$ cat src/tpuPkg.sv
`default_nettype none

package tpuPkg;

	//////////////////////////////
	// Sizes
	//////////////////////////////
	localparam int DATA_W     = 32;
	localparam int ISSUE_W    = 4;
	localparam int ROB_DEPTH  = 8;                  // Max commands in flight
	localparam int ROB_IDX_W  = $clog2(ROB_DEPTH);
	localparam int ROB_CNT_W  = ROB_IDX_W + 1;      // Holds 0 to ROB_DEPTH
	localparam int MATH_DEPTH = 3;
	localparam int DST_W      = 4;
	localparam int IMM_W      = 8;
	localparam int OFFSET_W   = 9;

	typedef logic [DATA_W-1:0]  data_t;
	typedef logic [ISSUE_W-1:0] issueNo_t;          // Wraps around

	//////////////////////////////
	// Instruction word
	//////////////////////////////
	typedef enum logic [2:0] {
		ADD   = 3'd0,
		SUB   = 3'd1,
		MUL   = 3'd2,
		MOV   = 3'd3,
		LOAD  = 3'd4,
		STORE = 3'd5
	} opcodeE;

	typedef enum logic [1:0] {
		PATH_MATH = 2'd0,
		PATH_MOVE = 2'd1,
		PATH_MEM  = 2'd2
	} pathE;

	typedef struct packed {
		opcodeE           opcode;
		logic [DST_W-1:0] dst;
		logic [IMM_W-1:0] imm;                      // Zero extended
		logic             useImm;                   // Imm replaces source two
	} aluFmtS;

	typedef struct packed {
		opcodeE              opcode;
		logic [DST_W-1:0]    dst;
		logic [OFFSET_W-1:0] offset;                // Sign extended, added to source one
	} memFmtS;

	typedef union packed {
		aluFmtS aluFmt;
		memFmtS memFmt;
	} instrWordU;

endpackage

`default_nettype wire
$ cat src/execIfs.sv
`timescale 1ns/100ps
`default_nettype none

interface issueIf;
	import tpuPkg::*;

	logic             valid;
	pathE             path;                         // Exactly one taker acts
	opcodeE           op;
	issueNo_t         issueNo;
	logic [DST_W-1:0] dst;
	data_t            opA;                          // Byte address on the memory path
	data_t            opB;
	data_t            storeData;

	modport issuer (output valid, path, op, issueNo, dst, opA, opB, storeData);
	modport taker  (input valid, path, op, issueNo, dst, opA, opB, storeData);

endinterface

interface resultIf;
	import tpuPkg::*;

	logic             valid;                        // One-cycle pulse, always accepted
	issueNo_t         issueNo;
	logic [DST_W-1:0] dst;
	data_t            data;
	logic             write;                        // Low for a store

	modport producer  (output valid, issueNo, dst, data, write);
	modport collector (input valid, issueNo, dst, data, write);

endinterface

`default_nettype wire

$ cat src/execDecode.sv
`timescale 1ns/100ps
`default_nettype none

module execDecode (
	input  wire logic              clock,
	input  wire logic              arstN,
	input  wire logic              cmdValid,
	input  wire tpuPkg::instrWordU cmdInstr,
	input  wire tpuPkg::data_t     cmdData1,
	input  wire tpuPkg::data_t     cmdData2,
	input  wire logic              robFull,
	input  wire logic              lsuBusy,
	output logic                   cmdReady,
	issueIf.issuer                 issue
);
	import tpuPkg::*;

	pathE     cmdPath;
	logic     cmdTake;
	issueNo_t issueCnt;
	data_t    memAddr;
	data_t    aluOpB;

	always_comb begin
		case (cmdInstr.aluFmt.opcode)
			ADD, SUB, MUL: cmdPath = PATH_MATH;
			LOAD, STORE:   cmdPath = PATH_MEM;
			default:       cmdPath = PATH_MOVE;    // MOV and spare codes
		endcase
	end

	// Same word read two ways
	assign memAddr = cmdData1 + {{(DATA_W-OFFSET_W){cmdInstr.memFmt.offset[OFFSET_W-1]}},
		cmdInstr.memFmt.offset};
	assign aluOpB  = cmdInstr.aluFmt.useImm ? {{(DATA_W-IMM_W){1'b0}}, cmdInstr.aluFmt.imm}
		: cmdData2;

	assign cmdReady = !robFull && !(cmdPath == PATH_MEM && lsuBusy);
	assign cmdTake  = cmdValid && cmdReady;

	always_ff @(posedge clock or negedge arstN) begin
		if (!arstN) begin
			issue.valid <= 1'b0;
			issueCnt    <= '0;
		end else begin
			issue.valid <= cmdTake;
			if (cmdTake) begin
				issueCnt <= issueCnt + issueNo_t'(1);   // Numbers wrap
			end
		end
	end

	always_ff @(posedge clock) begin
		if (cmdTake) begin
			issue.path      <= cmdPath;
			issue.op        <= cmdInstr.aluFmt.opcode;
			issue.issueNo   <= issueCnt;
			issue.dst       <= cmdInstr.aluFmt.dst;
			issue.opA       <= (cmdPath == PATH_MEM) ? memAddr : cmdData1;
			issue.opB       <= aluOpB;
			issue.storeData <= cmdData2;
		end
	end

endmodule

`default_nettype wire

$ cat src/execUnit.sv
`timescale 1ns/100ps
`default_nettype none

module execUnit (
	input  wire logic                clock,
	input  wire logic                arstN,
	input  wire logic                cmdValid,
	input  wire logic [15:0]         cmdInstr,
	input  wire tpuPkg::data_t       cmdData1,
	input  wire tpuPkg::data_t       cmdData2,
	output logic                     cmdReady,
	output logic                     rsltValid,
	output logic                     rsltWrite,
	output logic [tpuPkg::DST_W-1:0] rsltDst,
	output tpuPkg::data_t            rsltData,
	output tpuPkg::issueNo_t         rsltIssueNo,
	output logic                     memCyc,
	output logic                     memStb,
	output logic                     memWe,
	output tpuPkg::data_t            memAdr,
	output tpuPkg::data_t            memDatW,
	input  wire tpuPkg::data_t       memDatR,
	input  wire logic                memAck
);

	logic robFull;
	logic lsuBusy;

	issueIf  issueBus ();
	resultIf mathResBus ();
	resultIf memResBus ();

	execDecode u_execDecode (
		.clock    (clock),
		.arstN    (arstN),
		.cmdValid (cmdValid),
		.cmdInstr (cmdInstr),
		.cmdData1 (cmdData1),
		.cmdData2 (cmdData2),
		.robFull  (robFull),
		.lsuBusy  (lsuBusy),
		.cmdReady (cmdReady),
		.issue    (issueBus.issuer)
	);

	mathPipe u_mathPipe (
		.clock  (clock),
		.arstN  (arstN),
		.issue  (issueBus.taker),
		.result (mathResBus.producer)
	);

	loadStoreUnit u_loadStoreUnit (
		.clock   (clock),
		.arstN   (arstN),
		.memDatR (memDatR),
		.memAck  (memAck),
		.lsuBusy (lsuBusy),
		.memCyc  (memCyc),
		.memStb  (memStb),
		.memWe   (memWe),
		.memAdr  (memAdr),
		.memDatW (memDatW),
		.issue   (issueBus.taker),
		.result  (memResBus.producer)
	);

	// Move path goes straight into the reorder buffer
	resultReorder u_resultReorder (
		.clock       (clock),
		.arstN       (arstN),
		.robFull     (robFull),
		.rsltValid   (rsltValid),
		.rsltWrite   (rsltWrite),
		.rsltDst     (rsltDst),
		.rsltData    (rsltData),
		.rsltIssueNo (rsltIssueNo),
		.issue       (issueBus.taker),
		.mathRes     (mathResBus.collector),
		.memRes      (memResBus.collector)
	);

endmodule

`default_nettype wire

$ cat src/loadStoreUnit.sv
`timescale 1ns/100ps
`default_nettype none

module loadStoreUnit (
	input  wire logic            clock,
	input  wire logic            arstN,
	input  wire tpuPkg::data_t   memDatR,
	input  wire logic            memAck,
	output logic                 lsuBusy,
	output logic                 memCyc,
	output logic                 memStb,
	output logic                 memWe,
	output tpuPkg::data_t        memAdr,
	output tpuPkg::data_t        memDatW,
	issueIf.taker                issue,
	resultIf.producer            result
);
	import tpuPkg::*;

	typedef enum logic {IDLE, ACCESS} lsuStateE;

	lsuStateE         state;
	logic             take;
	logic             resValid;
	logic [DST_W-1:0] accDst;
	issueNo_t         accIssue;
	data_t            loadData;

	assign take = issue.valid && issue.path == PATH_MEM;

	always_ff @(posedge clock or negedge arstN) begin
		if (!arstN) begin
			state    <= IDLE;
			resValid <= 1'b0;
			memWe    <= 1'b0;
		end else begin
			resValid <= 1'b0;
			case (state)
				IDLE: begin
					if (take) begin
						state <= ACCESS;
						memWe <= (issue.op == STORE);     // Held until next access
					end
				end
				ACCESS: begin
					if (memAck) begin
						state    <= IDLE;
						resValid <= 1'b1;
					end
				end
			endcase
		end
	end

	always_ff @(posedge clock) begin
		if (state == IDLE && take) begin
			memAdr   <= issue.opA;
			memDatW  <= issue.storeData;
			accDst   <= issue.dst;
			accIssue <= issue.issueNo;
		end
		if (state == ACCESS && memAck) begin
			loadData <= memDatR;
		end
	end

	assign memCyc  = (state == ACCESS);
	assign memStb  = memCyc;                        // Classic cycle, no pipelining
	assign lsuBusy = take || memCyc || resValid;

	assign result.valid   = resValid;
	assign result.issueNo = accIssue;
	assign result.dst     = accDst;
	assign result.data    = loadData;
	assign result.write   = !memWe;

endmodule

`default_nettype wire

$ cat src/mathPipe.sv
`timescale 1ns/100ps
`default_nettype none

module mathPipe (
	input  wire logic clock,
	input  wire logic arstN,
	issueIf.taker     issue,
	resultIf.producer result
);
	import tpuPkg::*;

	logic             stValid [MATH_DEPTH];
	data_t            stValue [MATH_DEPTH];
	logic [DST_W-1:0] stDst   [MATH_DEPTH];
	issueNo_t         stIssue [MATH_DEPTH];
	logic             take;
	data_t            calc;

	assign take = issue.valid && issue.path == PATH_MATH;

	// First stage does the arithmetic
	always_comb begin
		case (issue.op)
			SUB:     calc = issue.opA - issue.opB;
			MUL:     calc = issue.opA * issue.opB;   // Low word of product
			default: calc = issue.opA + issue.opB;
		endcase
	end

	always_ff @(posedge clock or negedge arstN) begin
		if (!arstN) begin
			for (int i = 0; i < MATH_DEPTH; i++) begin
				stValid[i] <= 1'b0;
			end
		end else begin
			stValid[0] <= take;
			for (int i = 1; i < MATH_DEPTH; i++) begin
				stValid[i] <= stValid[i-1];
			end
		end
	end

	always_ff @(posedge clock) begin
		stValue[0] <= calc;
		stDst[0]   <= issue.dst;
		stIssue[0] <= issue.issueNo;
		for (int i = 1; i < MATH_DEPTH; i++) begin
			stValue[i] <= stValue[i-1];             // Delay stages
			stDst[i]   <= stDst[i-1];
			stIssue[i] <= stIssue[i-1];
		end
	end

	assign result.valid   = stValid[MATH_DEPTH-1];
	assign result.issueNo = stIssue[MATH_DEPTH-1];
	assign result.dst     = stDst[MATH_DEPTH-1];
	assign result.data    = stValue[MATH_DEPTH-1];
	assign result.write   = 1'b1;

endmodule

`default_nettype wire

$ cat src/resultReorder.sv
`timescale 1ns/100ps
`default_nettype none

module resultReorder (
	input  wire logic                clock,
	input  wire logic                arstN,
	output logic                     robFull,
	output logic                     rsltValid,
	output logic                     rsltWrite,
	output logic [tpuPkg::DST_W-1:0] rsltDst,
	output tpuPkg::data_t            rsltData,
	output tpuPkg::issueNo_t         rsltIssueNo,
	issueIf.taker                    issue,
	resultIf.collector               mathRes,
	resultIf.collector               memRes
);
	import tpuPkg::*;

	logic                 entFilled [ROB_DEPTH];
	logic                 entWrite  [ROB_DEPTH];
	logic [DST_W-1:0]     entDst    [ROB_DEPTH];
	data_t                entData   [ROB_DEPTH];
	issueNo_t             tailNo;                   // Oldest outstanding command
	logic [ROB_CNT_W-1:0] occupancy;
	logic [ROB_IDX_W-1:0] allocIdx;
	logic [ROB_IDX_W-1:0] mathIdx;
	logic [ROB_IDX_W-1:0] memIdx;
	logic [ROB_IDX_W-1:0] tailIdx;
	logic                 isMove;
	logic                 doRelease;

	// Low issue bits are unique while at most ROB_DEPTH are in flight
	assign allocIdx  = issue.issueNo[ROB_IDX_W-1:0];
	assign mathIdx   = mathRes.issueNo[ROB_IDX_W-1:0];
	assign memIdx    = memRes.issueNo[ROB_IDX_W-1:0];
	assign tailIdx   = tailNo[ROB_IDX_W-1:0];
	assign isMove    = issue.path == PATH_MOVE;
	assign doRelease = entFilled[tailIdx];

	// Counts the command still in the issue register
	assign robFull = (occupancy + ROB_CNT_W'(issue.valid)) >= ROB_CNT_W'(ROB_DEPTH);

	//////////////////////////////
	// Entry state and tail
	//////////////////////////////
	always_ff @(posedge clock or negedge arstN) begin
		if (!arstN) begin
			for (int i = 0; i < ROB_DEPTH; i++) begin
				entFilled[i] <= 1'b0;
			end
			tailNo    <= '0;
			occupancy <= '0;
			rsltValid <= 1'b0;
		end else begin
			rsltValid <= doRelease;
			if (doRelease) begin
				entFilled[tailIdx] <= 1'b0;
				tailNo             <= tailNo + issueNo_t'(1);
			end
			if (issue.valid) begin
				entFilled[allocIdx] <= isMove;         // A move is done on arrival
			end
			if (mathRes.valid) begin
				entFilled[mathIdx] <= 1'b1;
			end
			if (memRes.valid) begin
				entFilled[memIdx] <= 1'b1;
			end
			case ({issue.valid, doRelease})
				2'b10:   occupancy <= occupancy + ROB_CNT_W'(1);
				2'b01:   occupancy <= occupancy - ROB_CNT_W'(1);
				default: occupancy <= occupancy;
			endcase
		end
	end

	//////////////////////////////
	// Entry payload and output
	//////////////////////////////
	always_ff @(posedge clock) begin
		if (issue.valid) begin
			entDst[allocIdx]   <= issue.dst;
			entData[allocIdx]  <= issue.opB;            // Kept only for a move
			entWrite[allocIdx] <= 1'b1;
		end
		if (mathRes.valid) begin
			entDst[mathIdx]   <= mathRes.dst;
			entData[mathIdx]  <= mathRes.data;
			entWrite[mathIdx] <= mathRes.write;
		end
		if (memRes.valid) begin
			entDst[memIdx]   <= memRes.dst;
			entData[memIdx]  <= memRes.data;
			entWrite[memIdx] <= memRes.write;
		end
		if (doRelease) begin
			rsltWrite   <= entWrite[tailIdx];
			rsltDst     <= entDst[tailIdx];
			rsltData    <= entData[tailIdx];
			rsltIssueNo <= tailNo;
		end
	end

endmodule

`default_nettype wire

$ cat config.mk
export PLATFORM = sky130hd
export DESIGN_NAME = execUnit
export DESIGN_NICKNAME = d
export VERILOG_FILES = /design/src/tpuPkg.sv /design/src/execIfs.sv /design/src/execDecode.sv /design/src/execUnit.sv /design/src/loadStoreUnit.sv /design/src/mathPipe.sv /design/src/resultReorder.sv
export SDC_FILE = /design/constraint.sdc
export NUM_CORES = 2
export LEC_CHECK = 0
export CORE_MARGIN = 2
export CORE_UTILIZATION = 57
export CTS_CLUSTER_DIAMETER = 150
export DETAILED_ROUTE_END_ITERATION = 6
export DONT_BUFFER_PORTS = 1
export PLACE_DENSITY = 0.72
export SLEW_MARGIN = 25
export SYNTH_ARGS = -nofsm -noshare
export SYNTH_HDL_FRONTEND = slang
export SYNTH_SLANG_ARGS = --single-unit
$ cat constraint.sdc
create_clock -name clock -period 21.1 [get_ports clock]
set_input_delay 0 -clock clock [delete_from_list [all_inputs] [get_ports clock]]
set_output_delay 0 -clock clock [all_outputs]
set_load 0.02 [all_outputs]
==> results.md <==
* Run status: complete, no violations
* Initial DRC Count at 3519
* WL per Instance at 24.7 um
* Detailed Place HPWL at 84.1 mm
* Final Hold Fails at 0
* RSZ-0062 raised after global routing: false
* Root Driver: clkbuf_16
* Crit. End Element: register
* RD Place Congestion at 0.923
* Critical path startpoint category: register
* TritonRoute pass-1 iters at 5
* Period utilisation layout at 37.6%
* Synth Net Count at 5146
* Avg Cell Area, Syn at 11.0 sq um
* Largest net degree at the start of global routing at 76
* Drt total wl at 139 mm
* Cell Area, Synth at 48800 sq um
* Core Region at 85000 sq um
* Worst slew pin tran at 1.06 ns
* Number of max-cap violations at 0
* Min Tclk post-route at 7.94 ns
* Register area share after synthesis at 39.7%
* TritonCTS Sinks at 692
* Die Span Y at 297 um
* Yosys warning count at 0
* Peak Freq at 126 MHz
* Final nets at 5127
* Dpl ws at 13.31 ns
* Top_reg_cell synth: edfxtp_1
* CTS buffer count at 76
* Synth unique cells at 78
* Antenna violations before repair at 10
* Post-synth EDFFs at 540
* Cell Rows at 107
* Fin Setup TNS at 0 ns
* CP max FO at 19
* Clock Pin Slew Worst Setup and Hold Paths at 0.06 ns
* Worst Skew at 0.0521 ns
* Total gr overflow at 0
* Port Buffers at 0
* Max Root-Sink Buffers at 3
* Die X at 297 um
* Hold Crit Class: in -> reg
* Proportion of layout cells with a drive suffix above 1 at 8.32%
* First-pass GRT wire length at 210 mm
* Post-DRT Antenna Nets at 0
* H-tree level count at 3
* Max-slew headroom at 29.5%
* Setup CP Type: reg -> reg
* Tot GR Track Use at 32.1%
* CTS tree: done
* Endpoints failing setup at 0
* Die area at 88000 sq um
* Post-route DRC at 0
* # resized after CTS at 0
* Max-slew violation count at 0
* Worst Path Required at 21.57 ns
* Skew-Pair Late Insertion Delay at 0.65 ns
* Post-Synthesis Cells at 4426
* Total number of vias at 34000
* Starting Density at 57.4%
* Via-to-Cell Ratio at 6.05
* Ys async rst share at 3.90%
* Final worst slack at 13.16 ns
* Arrival time worst endpoint at 8.41 ns
* Area delta synth->final at 11.0%
* Vias in the first global route at 35000
* Hold_ws at 0.0115 ns
* Yosys reg bits at 692
* Total I/O pin count at 226
==> timing repair <==
item / 4_1_cts / 5_1_grt
setup endpoints to repair: 0 / 0
hold buffers: 177 / 1
setup buffers: 0 / 0
endpoints found under the hold margin: 211 / 33
==> worst max-delay path, stage by stage (launching register included) <==
cell and delay, ns:
edfxtp_1 0.99, and2_1 0.28, fa_1 0.42, inv_1 0.08, fa_1 0.43, fa_1 0.47, fa_1 0.55, inv_1 0.05
fa_1 0.50, inv_1 0.05, fa_1 0.53, inv_1 0.05, fa_1 0.49, fa_1 0.42, ha_1 0.35, and3_1 0.24
and2_1 0.19, a221o_1 0.33, and3_1 0.19, nor3_2 0.28, a22oi_1 0.19, a221oi_2 0.33, o21ai_1 0.13, xnor2_1 0.13
mux2i_1 0.08
==> Yosys cell counts (33+ instances only) <==
cell type / instances / share of area, %
edfxtp_1: 540 / 33
nand2_1: 464 / 3.6
fa_1: 411 / 17
inv_1: 401 / 3.1
and2_1: 320 / 4.1
mux2i_1: 294 / 6.0
clkbuf_1: 272 / 2.1
a21oi_1: 226 / 2.3
o21ai_0: 221 / 2.3
nor2_1: 217 / 1.7
ha_1: 193 / 4.9
dfxtp_1: 125 / 5.1
xnor2_1: 106 / 1.9
mux4_2: 76 / 3.5
xor2_1: 70 / 1.3
buf_1: 68 / 0.52
a21o_1: 47 / 0.72
mux2_2: 47 / 1.1
nor2b_1: 33 / 0.42
==> sequential cells by signal, summed over array words and instances (netlist names), 8 cells and up <==
register                      flops
u_execDecode.issue.opA           32
u_execDecode.issue.opB           32
u_execDecode.issue.storeData     32
u_loadStoreUnit.memAdr           32
u_loadStoreUnit.memDatW          32
u_loadStoreUnit.result.data      32
u_mathPipe.stDst                 12
u_mathPipe.stIssue                9
u_mathPipe.stValue               96
u_resultReorder.entData         256
u_resultReorder.entDst           32
u_resultReorder.entFilled         8
u_resultReorder.entWrite          8
u_resultReorder.rsltData         32
==> cell type report <==
class,count,area (sq um)
clock inverter,43,573
fill,6491,30900
inverter,401,1510
antenna,3,7.51
timing repair buffer,253,2390
clock buffer,99,2140
sequential,692,19400
multi-input combinational,2983,26700
tap,1144,1430
==> kinds of logic after synthesis <==
kind of cell | share of synthesized area (%)
AO/OA/AOI/OAI | 7.34
XOR/XNOR | 3.16
adder cells (fa/ha/maj) | 21.8
buffers and inverters | 5.81
flip-flops | 39.7
multiplexers | 10.6
AND/OR/NAND/NOR | 11.5
==> cells in the final DEF (no fill, tap or decap), types with 9 or more instances in the layout <==
cell type / netlist / routed
xor2_1: 70 / 70
a21o_1: 47 / 47
mux2_2: 47 / 47
mux4_2: 76 / 76
a21oi_1: 226 / 226
a211oi_1: 11 / 11
fa_1: 411 / 411
buf_4: 1 / 72
ha_1: 193 / 193
o21ai_0: 221 / 221
mux2i_1: 294 / 294
dfxtp_1: 125 / 125
edfxtp_1: 540 / 540
bufinv_16: 0 / 10
clkinv_2: 0 / 12
nor3_1: 25 / 21
nand3_1: 22 / 18
or3_1: 9 / 9
o31ai_1: 11 / 11
dfrtp_1: 27 / 24
o21ai_1: 12 / 12
nand4b_1: 9 / 9
o211ai_1: 15 / 15
clkbuf_16: 0 / 80
nor2_1: 217 / 216
clkbuf_1: 272 / 12
o21a_1: 15 / 15
nor2b_1: 33 / 33
and2_1: 320 / 318
xnor2_1: 106 / 106
inv_1: 401 / 400
nand2_1: 464 / 460
nand2b_1: 20 / 19
dlygate4sd3_1: 0 / 175
==> routing by layer <==
layer  share of wire [%]  routed length (um)  GRT usage [%]
met1                  38               52400           41.4
met2                  48               66800           54.0
met3                 9.1               12600           4.71
met4                 4.9                6750           14.8
met5               0.020                  28              0
==> stage by stage <==
step                instance area, sq um  util [%]  std cells
finish                             54200      63.7       5618
global placement                   49600      58.3       5293
CTS                                54100      63.6       5612
floorplan                          48800         -       4426
detailed placement                 49600      58.3       5293
global route                       54200      63.7       5617
==> final timing paths <==
| kind | start | end | slack, ns | depth (start not counted) |
|---|---|---|---|---|
| worst min register to register | u_mathPipe.stValue[0][44] | u_mathPipe.stValue[0][76] | 0.30 | 0 |
| worst max-delay path | u_execDecode.issue.opA[15] | u_mathPipe.stValue[0][31] | 13.16 | 24 |
| max in group asynchronous | arstN | u_resultReorder.tailNo[1] | 20.47 | 4 |
| worst max register to register | u_execDecode.issue.opA[15] | u_mathPipe.stValue[0][31] | 13.16 | 24 |
| min in group asynchronous | arstN | u_resultReorder.entFilled[3] | 0.44 | 4 |
| worst min-delay path | memDatR[8] | u_loadStoreUnit.result.data[8] | 0.01 | 1 |
Power is left out: the tool's default activity adds up to more than one toggle a clock period on the data nets, which glitch-free logic cannot reach.
